[src/verilog/dbg_defs.svh]
`ifndef DBG_DEFS_SVH
`define DBG_DEFS_SVH

// Data memory depth in 32-bit words.
`define DBG_MEM_WORDS 256

// Cycles from the start of a memory access to its completion pulse.
`define DBG_MEM_LATENCY 3

// PC of the core stub when it leaves reset.
`define DBG_RESET_PC 32'h0000_1000

`endif

[src/verilog/dbg_pkg.sv]
package dbg_pkg;

	typedef enum logic [3:0] {
		CMD_HALT      = 4'h0,
		CMD_RUN       = 4'h1,
		CMD_STEP      = 4'h2,
		CMD_READ_REG  = 4'h3,
		CMD_WRITE_REG = 4'h4,
		CMD_RMEM32    = 4'h5,
		CMD_RMEM16    = 4'h6,
		CMD_RMEM8     = 4'h7,
		CMD_WMEM32    = 4'h8,
		CMD_WMEM16    = 4'h9,
		CMD_WMEM8     = 4'ha
	} dbg_cmd_t;

	typedef enum logic [3:0] {
		ST_IDLE         = 4'b0000,
		ST_LOAD_CMD     = 4'b0001,
		ST_LOAD_ADDR    = 4'b0010,
		ST_LOAD_DATA    = 4'b0011,
		ST_WAIT_STOPPED = 4'b0100,
		ST_STEP         = 4'b0101,
		ST_COMPLETE     = 4'b0110,
		ST_STORE_REG    = 4'b0111,
		ST_EXECUTE      = 4'b1000,
		ST_WAIT_MEM_WR  = 4'b1100,
		ST_WAIT_MEM_RD  = 4'b1110,
		ST_WRITE_REG    = 4'b1111
	} dbg_state_t;

	typedef enum logic [1:0] {
		MEM_BYTE = 2'd0,
		MEM_HALF = 2'd1,
		MEM_WORD = 2'd2
	} mem_width_t;

	typedef struct packed {
		logic [31:0] addr;
		logic [31:0] wr_val;
		mem_width_t  width;
		logic        wr_en;
		logic        access;
	} mem_req_t;

	// Bit 3 of sel picks the PC instead of a general register.
	typedef struct packed {
		logic [3:0]  sel;
		logic [31:0] wr_val;
		logic        reg_wr_en;
		logic        pc_wr_en;
	} reg_req_t;

	typedef struct packed {
		logic [1:0]  addr;
		logic [31:0] din;
		logic        wr_en;
	} mbox_port_t;

endpackage

[src/verilog/core_stub.sv]
`include "dbg_defs.svh"

module core_stub (
	input  logic              clk,
	input  logic              arst_n,
	input  logic              run,
	input  dbg_pkg::reg_req_t reg_req,
	output logic [31:0]       reg_val,
	output logic              stopped
);

	logic [31:0] gpr [8];
	logic [31:0] pc;

	always_ff @(posedge clk or negedge arst_n) begin
		if (!arst_n) begin
			for (int i = 0; i < 8; i++)
				gpr[i] <= '0;
		end else if (reg_req.reg_wr_en) begin
			gpr[reg_req.sel[2:0]] <= reg_req.wr_val;
		end
	end

	// A debugger write to the PC wins over the run advance.
	always_ff @(posedge clk or negedge arst_n) begin
		if (!arst_n) begin
			pc <= `DBG_RESET_PC;
		end else if (reg_req.pc_wr_en) begin
			pc <= reg_req.wr_val;
		end else if (run) begin
			pc <= pc + 32'd4;
		end
	end

	// Stopped lags run by a cycle, like a pipeline draining.
	always_ff @(posedge clk or negedge arst_n) begin
		if (!arst_n)
			stopped <= 1'b0;
		else
			stopped <= ~run;
	end

	assign reg_val = reg_req.sel[3] ? pc : gpr[reg_req.sel[2:0]];

endmodule

[config.mk]
export PLATFORM = sky130hd
export DESIGN_NAME = core_stub
export DESIGN_NICKNAME = d
export VERILOG_FILES = /design/src/verilog/dbg_pkg.sv /design/src/verilog/core_stub.sv
export VERILOG_INCLUDE_DIRS = /design/src /design/src/verilog
export SDC_FILE = /design/constraint.sdc
export NUM_CORES = 1
export LEC_CHECK = 0
export CORE_MARGIN = 1.5
export CORE_UTILIZATION = 40
export CTS_CLUSTER_DIAMETER = 40
export DETAILED_ROUTE_END_ITERATION = 8
export DONT_BUFFER_PORTS = 1
export GPL_TIMING_DRIVEN = 0
export PLACE_DENSITY = 0.64
export SETUP_SLACK_MARGIN = 0.4
export SYNTH_ARGS = -nofsm -noshare
export SYNTH_HDL_FRONTEND = slang
export SYNTH_SLANG_ARGS = --single-unit
[constraint.sdc]
create_clock -name clk -period 2.4 [get_ports clk]
set_input_delay 0.24 -clock clk [delete_from_list [all_inputs] [get_ports clk]]
set_output_delay 0.24 -clock clk [all_outputs]
set_load 0.1 [all_outputs]
==> run metrics <==
outcome complete, but fails checks; failing checks hold timing; Synth top cells by count mux2_2 (330), dfrtp_1 (288), clkbuf_1 (55); predominant post-synthesis flop cell dfrtp_1; register area share after synthesis 0.534; total congestion overflow 0; Synth area leader dfrtp_1; initial antenna violation count 4; Syn Inst Count 1011; post-DP HPWL 24.0 mm; Psw 4.59 mW; wire per inst around 24 um; Startpoint Class primary input; core area between 30000 and 40000 um^2; met3 wire len 2.65 mm; CTS buffer count 41; net switching fraction of the power 0.285; vias in the first global route between 9k and 10k; post-synth top area share 0.532; worst hold-check path type primary input to async pin; async set or reset register ratio after synthesis 1.00; 1st-pass router iterations 5; slew margin rel. 0.313; Initial Utilization 0.405; post-route clock period utilization 0.941; Final nets between 1k and 1.5k; clock sink count around 290; clk buf depth 3; Fmax about 440 MHz; worst slew pin tran around 1.0 ns; worst reg2reg startpoint pc[12]; die area approximately 35000 um^2; Layout Cells excl Fill 1588; R2R depth 5; drt drc 0; Leak 6.94 nW; global-route wire length before repair 58.2 mm; Seq cells post-synth 289; Post-Syn Nets approximately 1.1k; layout cells sized above 1 0.490; register share of total power 0.401; met1 wire length 16.3 mm; I/O Buffers 0; Tmin final 2.26 ns; Core Rows 67; Mapped Area 13600 um^2; R2R Path End pc[27]; CP top delay family buffers and inverters; post-placement cell count 1459; Placement Cell Area 14300 um^2; RePlAce Congestion ~0.87; DR top layer met5; RSZ-0062 raised after global routing yes; combinational group share of total power 0.201; worst slack, placed -0.275 ns; yosys warns 0; die width 187 um; Post-Syn Area per Cell between 10 and 15 um^2; Vias/cell 5.86; Post-synth EDFFs 0; Slew Limit Fails 0; number of H-tree levels 2; post-synthesis cell type count 47; critical path class primary input to output pin; critical path's slowest cell nor2_2; crit-path cells buf_2, nor2_2, clkbuf_2, a22oi_1, o22ai_1, mux2_4; final hold slack -0.561 ns; post-route cell area ~17000 um^2; PD cells 956 nW/um^2; FF-to-FF setup slack roughly 0.31 ns; Critical Path End Type output pin; CTS tree yes; final WL between 30 and 40 mm; Area contributors post-synth dfrtp_1 (53%), mux2_2 (27%), a221oi_1 (3.2%); Clock Skew 0.0189 ns; Max Cap Viol 0; met2 wire len 17.5 mm; via count 9298; Die H 187 um; Worst EP required around 2.2 ns; Max Fanout on Critical Path 10; setup ws final 0.142 ns; Fill cells 2826; # setup viols final 0; slowest stage delay, CP 0.41 ns; CTS Hold Bufs 34; I/O pin count 74; clock transition at the registers of the reported paths approximately 0.05 ns; Clock Power Share 0.399; Core Util, Final 0.504; most frequent cell after synthesis mux2_2; Layout area overhead 24.3%; later-pin clock latency in the skew report 0.53 ns; number of DRC markers in iteration 0 766; root buffer cell clkbuf_16; Tot GR Track Use 0.216; Max VDD drop 0.495 mV; Worst Path Arrival 2.02 ns; Int Pwr 11.5 mW; Fin. Hold Viols 288; Buf+Inv Stages, Crit Path 2; pin count of the biggest net entering global routing just under 300; antenna viol nets, final 0
==> cell families (layout without fill, tap and decap cells) <==
logic type,after synthesis,after routing,synth area share
simple gates,120,120,0.0468
mux,354,354,0.305
xor+xnor,13,13,0.00840
flops,289,289,0.534
compound gates,151,151,0.0810
fa+ha+maj,1,1,0.000923
buf+inv,83,211,0.0246
other cells,0,1,0
==> area by class of cell <==
class                           instances  area [um^2]  area share
Sequential cell                       289         7240       0.430
Multi-Input combinational cell        639         6600       0.391
Clock buffer                           49         1120      0.0663
Tap cell                              448          561      0.0333
Timing Repair Buffer                   54          508      0.0301
Buffer                                 75          443      0.0263
Clock inverter                         25          352      0.0209
Inverter                                8         30.0     0.00178
Antenna cell                            1         2.50    0.000149
==> cells in the final DEF (no fill, tap or decap), types with 4 or more instances in the layout <==
cell type      synthesis  layout
mux2_2               330     300
clkbuf_1              55      31
buf_4                  1      23
mux2_4                 0      30
clkbuf_16              0      43
nand4_1               16      16
clkbuf_8               0       8
a31oi_1               12      12
inv_6                  0       4
bufinv_16              0       7
nor3_1                 5       5
buf_2                  8       7
or4_1                 11       8
o31ai_1                9       9
buf_6                  1       4
dlygate4sd3_1          0      34
o22ai_1               24      24
nor2_1                18      16
buf_1                 10       4
dfrtp_1              288     282
a22oi_1               24      24
mux2i_4                0       5
dfrtp_2                0       6
xor2_1                 5       5
mux4_2                14      14
clkinv_2               0       7
clkbuf_4               0       7
clkbuf_2               0      15
nand2_1               36      36
o21ai_0               23      16
and2_1                 4       4
a221oi_2               0      47
inv_1                  6       6
o21ai_4                0       7
nand3_1                9       9
xnor2_1                8       8
==> worst max path at each step <==
| stage | end | cells after the start | from |
|---|---|---|---|
| 5_1_grt | reg_val[0] | 4 | gpr[192] |
| 4_1_cts | reg_val[24] | 4 | gpr[216] |
| 3_5_place_dp | reg_val[18] | 6 | reg_req[34] |
| 3_3_place_gp | reg_val[31] | 6 | reg_req[35] |
| 6_report | reg_val[26] | 6 | reg_req[35] |
| 2_1_floorplan | reg_val[21] | 5 | reg_req[35] |
==> stage by stage <==
step | power [mW] | hold slack (ns) | TNS (ns)
2_1_floorplan | 8.80 | -0.0556 | 0
3_3_place_gp | 9.21 | -0.0398 | -9.63
3_5_place_dp | 9.33 | -0.0429 | -9.23
4_1_cts | 16.1 | -0.588 | 0
5_1_grt | 16.7 | -0.584 | 0
6_report | 16.1 | -0.561 | 0
==> registers in the layout, indices dropped and copies added (netlist names) <==
| signal | count |
|---|---|
| gpr | 256 |
| pc | 32 |
| stopped | 1 |
==> what timing repair did <==
action	CTS	global route
gates cloned	0	1
hold endpoints to repair	578	289
pin swaps	25	32
endpoints found under the setup margin	55	65
buffers inserted	12	7
gates resized for setup	95	45
==> per-layer routing <==
layer	vias to the layer above	track usage
li1	4074	-
met1	4822	0.287
met2	300	0.343
met3	96	0.0486
met4	6	0.0844
met5	-	0
==> power groups by stage <==
stage	Combinational, mW	Clock [mW]	Sequential, mW
global placement	2.79	0	6.43
global route	3.42	6.70	6.57
finish	3.23	6.42	6.45
floorplan	2.48	0	6.32
CTS	3.14	6.50	6.43
detailed placement	2.85	0	6.49
(Power assumes the default switching activity.)
