$ cat src/verilog/dbg_defs.svh
`ifndef DBG_DEFS_SVH
`define DBG_DEFS_SVH

// Data memory depth in 32-bit words.
`define DBG_MEM_WORDS 256

// Cycles from the start of a memory access to its completion pulse.
`define DBG_MEM_LATENCY 3

// PC of the core stub when it leaves reset.
`define DBG_RESET_PC 32'h0000_1000

`endif

$ cat src/verilog/dbg_pkg.sv
package dbg_pkg;

	typedef enum logic [3:0] {
		CMD_HALT      = 4'h0,
		CMD_RUN       = 4'h1,
		CMD_STEP      = 4'h2,
		CMD_READ_REG  = 4'h3,
		CMD_WRITE_REG = 4'h4,
		CMD_RMEM32    = 4'h5,
		CMD_RMEM16    = 4'h6,
		CMD_RMEM8     = 4'h7,
		CMD_WMEM32    = 4'h8,
		CMD_WMEM16    = 4'h9,
		CMD_WMEM8     = 4'ha
	} dbg_cmd_t;

	typedef enum logic [3:0] {
		ST_IDLE         = 4'b0000,
		ST_LOAD_CMD     = 4'b0001,
		ST_LOAD_ADDR    = 4'b0010,
		ST_LOAD_DATA    = 4'b0011,
		ST_WAIT_STOPPED = 4'b0100,
		ST_STEP         = 4'b0101,
		ST_COMPLETE     = 4'b0110,
		ST_STORE_REG    = 4'b0111,
		ST_EXECUTE      = 4'b1000,
		ST_WAIT_MEM_WR  = 4'b1100,
		ST_WAIT_MEM_RD  = 4'b1110,
		ST_WRITE_REG    = 4'b1111
	} dbg_state_t;

	typedef enum logic [1:0] {
		MEM_BYTE = 2'd0,
		MEM_HALF = 2'd1,
		MEM_WORD = 2'd2
	} mem_width_t;

	typedef struct packed {
		logic [31:0] addr;
		logic [31:0] wr_val;
		mem_width_t  width;
		logic        wr_en;
		logic        access;
	} mem_req_t;

	// Bit 3 of sel picks the PC instead of a general register.
	typedef struct packed {
		logic [3:0]  sel;
		logic [31:0] wr_val;
		logic        reg_wr_en;
		logic        pc_wr_en;
	} reg_req_t;

	typedef struct packed {
		logic [1:0]  addr;
		logic [31:0] din;
		logic        wr_en;
	} mbox_port_t;

endpackage

$ cat src/verilog/dbg_controller.sv
module dbg_controller (
	input  logic                clk,
	input  logic                arst_n,
	input  logic [31:0]         ctl_dout,
	input  logic                req_sync,
	input  logic [31:0]         reg_val,
	input  logic                stopped,
	input  logic [31:0]         mem_rd_val,
	input  logic                mem_compl,
	output dbg_pkg::mbox_port_t ctl,
	output logic                ack_int,
	output logic                run,
	output dbg_pkg::reg_req_t   reg_req,
	output dbg_pkg::mem_req_t   mem_req
);

	import dbg_pkg::*;

	dbg_state_t  state;
	dbg_state_t  next_state;
	dbg_cmd_t    cmd;
	logic [31:0] dbg_addr;
	logic [31:0] dbg_data;
	mem_width_t  mem_width;
	logic        mem_wr;

	// Access size and direction follow from the opcode alone.
	always_comb begin
		mem_width = MEM_WORD;
		mem_wr = 1'b0;
		case (cmd)
		CMD_WMEM32: mem_wr = 1'b1;
		CMD_WMEM16: begin
			mem_width = MEM_HALF;
			mem_wr = 1'b1;
		end
		CMD_WMEM8: begin
			mem_width = MEM_BYTE;
			mem_wr = 1'b1;
		end
		CMD_RMEM16: mem_width = MEM_HALF;
		CMD_RMEM8: mem_width = MEM_BYTE;
		default: ;
		endcase
	end

	always_comb begin
		next_state = state;

		ctl.addr = 2'd0;
		ctl.din = reg_val;
		ctl.wr_en = 1'b0;

		reg_req.sel = dbg_addr[3:0];
		reg_req.wr_val = dbg_data;
		reg_req.reg_wr_en = 1'b0;
		reg_req.pc_wr_en = 1'b0;

		mem_req.addr = dbg_addr;
		mem_req.wr_val = dbg_data;
		mem_req.width = mem_width;
		mem_req.wr_en = mem_wr;
		mem_req.access = 1'b0;

		case (state)
		ST_IDLE: begin
			if (req_sync)
				next_state = ST_LOAD_CMD;
		end
		ST_LOAD_CMD: begin
			ctl.addr = 2'd1;
			next_state = ST_LOAD_ADDR;
		end
		ST_LOAD_ADDR: begin
			ctl.addr = 2'd2;
			next_state = ST_LOAD_DATA;
		end
		ST_LOAD_DATA: next_state = ST_EXECUTE;
		ST_EXECUTE: begin
			case (cmd)
			CMD_HALT: next_state = ST_WAIT_STOPPED;
			CMD_RUN: next_state = ST_COMPLETE;
			CMD_STEP: next_state = ST_STEP;
			CMD_READ_REG: next_state = ST_STORE_REG;
			CMD_WRITE_REG: next_state = ST_WRITE_REG;
			CMD_RMEM32, CMD_RMEM16, CMD_RMEM8: begin
				mem_req.access = 1'b1;
				next_state = ST_WAIT_MEM_RD;
			end
			CMD_WMEM32, CMD_WMEM16, CMD_WMEM8: begin
				mem_req.access = 1'b1;
				next_state = ST_WAIT_MEM_WR;
			end
			// Unknown opcodes finish without touching anything.
			default: next_state = ST_COMPLETE;
			endcase
		end
		ST_STEP: next_state = ST_WAIT_STOPPED;
		ST_WAIT_STOPPED: begin
			if (stopped)
				next_state = ST_COMPLETE;
		end
		ST_STORE_REG: begin
			ctl.addr = 2'd3;
			ctl.wr_en = 1'b1;
			next_state = ST_COMPLETE;
		end
		ST_WRITE_REG: begin
			reg_req.pc_wr_en = dbg_addr[3];
			reg_req.reg_wr_en = ~dbg_addr[3];
			next_state = ST_COMPLETE;
		end
		ST_WAIT_MEM_RD: begin
			mem_req.access = ~mem_compl;
			if (mem_compl) begin
				ctl.addr = 2'd3;
				ctl.din = mem_rd_val;
				ctl.wr_en = 1'b1;
				next_state = ST_COMPLETE;
			end
		end
		ST_WAIT_MEM_WR: begin
			mem_req.access = ~mem_compl;
			if (mem_compl)
				next_state = ST_COMPLETE;
		end
		ST_COMPLETE: begin
			if (!req_sync)
				next_state = ST_IDLE;
		end
		default: next_state = ST_IDLE;
		endcase
	end

	always_ff @(posedge clk or negedge arst_n) begin
		if (!arst_n) begin
			state <= ST_IDLE;
			cmd <= CMD_HALT;
			run <= 1'b1;
			ack_int <= 1'b0;
		end else begin
			state <= next_state;
			// Registered so the ack synchronizer samples a clean flop.
			ack_int <= (next_state == ST_COMPLETE);
			if (state == ST_LOAD_CMD)
				cmd <= dbg_cmd_t'(ctl_dout[3:0]);
			if (state == ST_EXECUTE) begin
				case (cmd)
				CMD_HALT: run <= 1'b0;
				CMD_RUN, CMD_STEP: run <= 1'b1;
				default: ;
				endcase
			end
			if (state == ST_STEP)
				run <= 1'b0;
		end
	end

	always_ff @(posedge clk) begin
		if (state == ST_LOAD_ADDR)
			dbg_addr <= ctl_dout;
		if (state == ST_LOAD_DATA)
			dbg_data <= ctl_dout;
	end

	a_one_wr_strobe: assert property (@(posedge clk) disable iff (!arst_n)
		!(reg_req.reg_wr_en && reg_req.pc_wr_en));

	a_access_states: assert property (@(posedge clk) disable iff (!arst_n)
		mem_req.access |-> state inside {ST_EXECUTE, ST_WAIT_MEM_RD, ST_WAIT_MEM_WR});

	a_ack_complete: assert property (@(posedge clk) disable iff (!arst_n)
		ack_int |-> state == ST_COMPLETE);

endmodule

$ cat config.mk
export PLATFORM = sky130hd
export DESIGN_NAME = dbg_controller
export DESIGN_NICKNAME = d
export VERILOG_FILES = /design/src/verilog/dbg_defs.svh /design/src/verilog/dbg_pkg.sv /design/src/verilog/dbg_controller.sv
export SDC_FILE = /design/constraint.sdc
export NUM_CORES = 1
export LEC_CHECK = 0
export BUFFER_PORTS_ARGS = -buffer_cell sky130_fd_sc_hd__buf_4
export CAP_MARGIN = 20
export CORE_AREA = 2 2 93 95
export CTS_CLUSTER_SIZE = 8
export DETAILED_ROUTE_END_ITERATION = 10
export DIE_AREA = 0 0 95 97
export PLACE_DENSITY = 0.81
export SLEW_MARGIN = 25
export SYNTH_ARGS = -nofsm -noshare
export SYNTH_HDL_FRONTEND = slang
export SYNTH_SLANG_ARGS = --single-unit
$ cat constraint.sdc
create_clock -name clk -period 3.9 [get_ports clk]
set_input_delay 0 -clock clk [delete_from_list [all_inputs] [get_ports clk]]
set_output_delay 0 -clock clk [all_outputs]
set_load 0.03 [all_outputs]
==> results.toml <==
[cts]
cts.sinks = 74
cts_setup_buffers = 0
clock_path_buffers = 2
insertion_delay_ns = 0.34
numCtsBuffers = 9
clk_pin_slew_ns = 0.07
cts-root-buf = "clkbuf_8"
cts_tree = "done"
htreeDepth = 3

[synth]
ys_types = 41
synth-warning-count = 0
synthCells = 220
yosysTopAreaCell = "edfxtp_1"
synth_fp_nets = 321
syn_area_per_cell_um2 = 15.2
ys_seq_area_frac = 0.649
synth_top_area_frac = 0.574
ys_ff_latch = 74
netlist_top_cells_area = "edfxtp_1 (57%), mux2_2 (11%), buf_4 (8.5%)"
synthesis.area_mm2 = 0.00335

[floorplanning]
std_cell_rows = 33
initial_utilization = 0.412
dieArea_mm2 = 0.00922
die_w_um = 95
die_h_um = 97
io_pins = 244
core_area_mm2 = 0.00813

[setup_path]
worstPathArrival_ns = 2.24
cpLargestDelayFamily = "flip-flops"
cp-end-kind = "output port"
cp_slowest_stage_delay_ns = 0.60
path_class = "reg2out"
path_buf_inv = 2
worst_setup_path_start_kind = "register"
path_cells = "and2b_1 > nand4_1 > buf_4 > mux2_2 > buf_4"
reg2reg_slack_ns = 1.83
crit_top_cell = "buf_4"
critPathMaxFanout = 32
critPathRequiredTime_ns = 3.90
cpMaxStageDelayCell = "dfrtp_1"

[global_routing]
grt_pass1_wl_um = 14400
track_usage = 0.209
grt_start_max_net_pins = 33
gr-total-overflow = 0
antenna_found_initial = 0
grt_pass1_vias = 2620

[drt]
vias = 2676
dr.pass1.iters = 4
drtAntennaViolNets = 0
drt-initial-drc-count = 108
vias_per_cell = 4.65
drt-total-wl_um = 9950
drcViolationCount = 0
wl_per_cell_um = 17.3

[final_layout]
drive_above_1_share = 0.653
final_cell_mix = "buf_4 (245), edfxtp_1 (64), dlygate4sd3_1 (35), mux2_2 (34)"
area.growth.synth_to_final_pct = 65.7
antennaDiodeCount = 0
final_common_cell = "buf_4"
nets = 566

[sta]
min_period_over_period = 0.574
finalMaxSlewViolations = 0
final.setup_skew_ns = 0.00459
tightest_slew_ns = 0.912
final.setup.tns_ns = 0
fin_crit_ns = 2.24
finalSetupViolCount = 0
rsz0062_at_grt = "false"
slew_headroom = 0.390
fmax_mhz = 446
hold_viol = 0

[power]
total_power_uw = 3580
powerDensity_mw_per_mm2 = 645
p_leak_uw = 0.00246
irDropWorstVdd_uv = 463

[placement]
place_hpwl_um = 7550
portBuffers = 243
place_congestion = 0.766

[status]
status = "finished, final reports clean"

[job]
maxCapViolations = 0

[worst_hold_path]
hp-class = "in2reg"
-- power breakdown --
group / switching (uW) / internal (uW) / total (uW)
Clock: 282 / 367 / 649
Combinational: 993 / 606 / 1600
Sequential: 190 / 1140 / 1330
Total: 1460 / 2110 / 3580
-- stage by stage --
stage / worst slack [ns] / std cells / hold slack (ns) / area (um^2) / utilization
finish: 1.66 / 575 / 0.0313 / 5550 / 0.683
detailed placement: 1.84 / 524 / -0.169 / 4980 / 0.612
floorplan: 1.28 / 220 / -0.296 / 3350 / -
global placement: 1.88 / 524 / -0.169 / 4980 / 0.612
CTS: 1.65 / 575 / 0.0112 / 5550 / 0.683
global route: 1.53 / 575 / 0.0298 / 5550 / 0.683
-- metal layers --
| layer | global-route usage | up-vias | part of all wire |
|---|---|---|---|
| li1 | - | 1261 | - |
| met1 | 0.248 | 1302 | 0.38 |
| met2 | 0.372 | 105 | 0.56 |
| met3 | 0.0530 | 8 | 0.048 |
| met4 | 0.0524 | 0 | 0.011 |
| met5 | 0 | - | 0 |
-- worst min-delay path: cells and delay by family --
family | cells | cell delay, ns
AND/OR/NAND/NOR | 1 | 0.14
buffers and inverters | 1 | 0.10
AO/OA/AOI/OAI | 1 | 0.08
-- timing repair --
item	in CTS	in global routing
endpoints found under the hold margin	78	0
hold buffers	35	0
resized for setup	0	0
-- sequential cells by signal, indices dropped and copies added (netlist names) --
signal    cells
state         4
cmd           4
ack_int       1
dbg_addr     32
run           1
dbg_data     32
-- final timing paths --
path	start	end	depth (start not counted)
setup / recovery	state[0]	ctl[21]	5
hold / removal	mem_compl	state[3]	3
setup reg to reg	state[2]	dbg_addr[5]	3
hold reg to reg	run	run	2
max in group asynchronous	arst_n	state[2]	4
min in group asynchronous	arst_n	cmd[0]	3
-- cell families after synthesis --
| logic type | synth area share |
|---|---|
| mux | 0.121 |
| buf+inv | 0.110 |
| compound gates | 0.0556 |
| flops | 0.649 |
| xor+xnor | 0.00261 |
| simple gates | 0.0624 |
-- cells in the mapped netlist (all sizes together) --
library cell / instances
dfrtp: 9
buf: 42
o22ai: 1
a2bb2oi: 1
a221oi: 2
xnor2: 1
and2b: 2
o221a: 1
o2111ai: 1
nor3b: 2
nor2: 5
nor4bb: 1
nand2b: 5
or3: 1
mux2: 36
a21boi: 1
nor2b: 4
or2: 1
clkdlybuf4s25: 1
clkbuf: 3
o31ai: 1
a21o: 1
a211oi: 2
o21ai: 5
nand4: 1
o211ai: 1
a21oi: 5
nand2: 9
inv: 4
edfxtp: 64
dfstp: 1
nand3: 1
a31oi: 1
nor3: 3
or4b: 1
-- area by class of cell --
type / count / area [um^2]
well taps: 105 / 131
repair buffers: 280 / 2190
clock buffers: 9 / 124
flip-flops and latches: 74 / 2170
inverters: 4 / 15.0
clock inverters: 7 / 101
fillers: 559 / 2580
multi-input cells: 96 / 817
No activity file was read; power rests on OpenSTA's default activity.
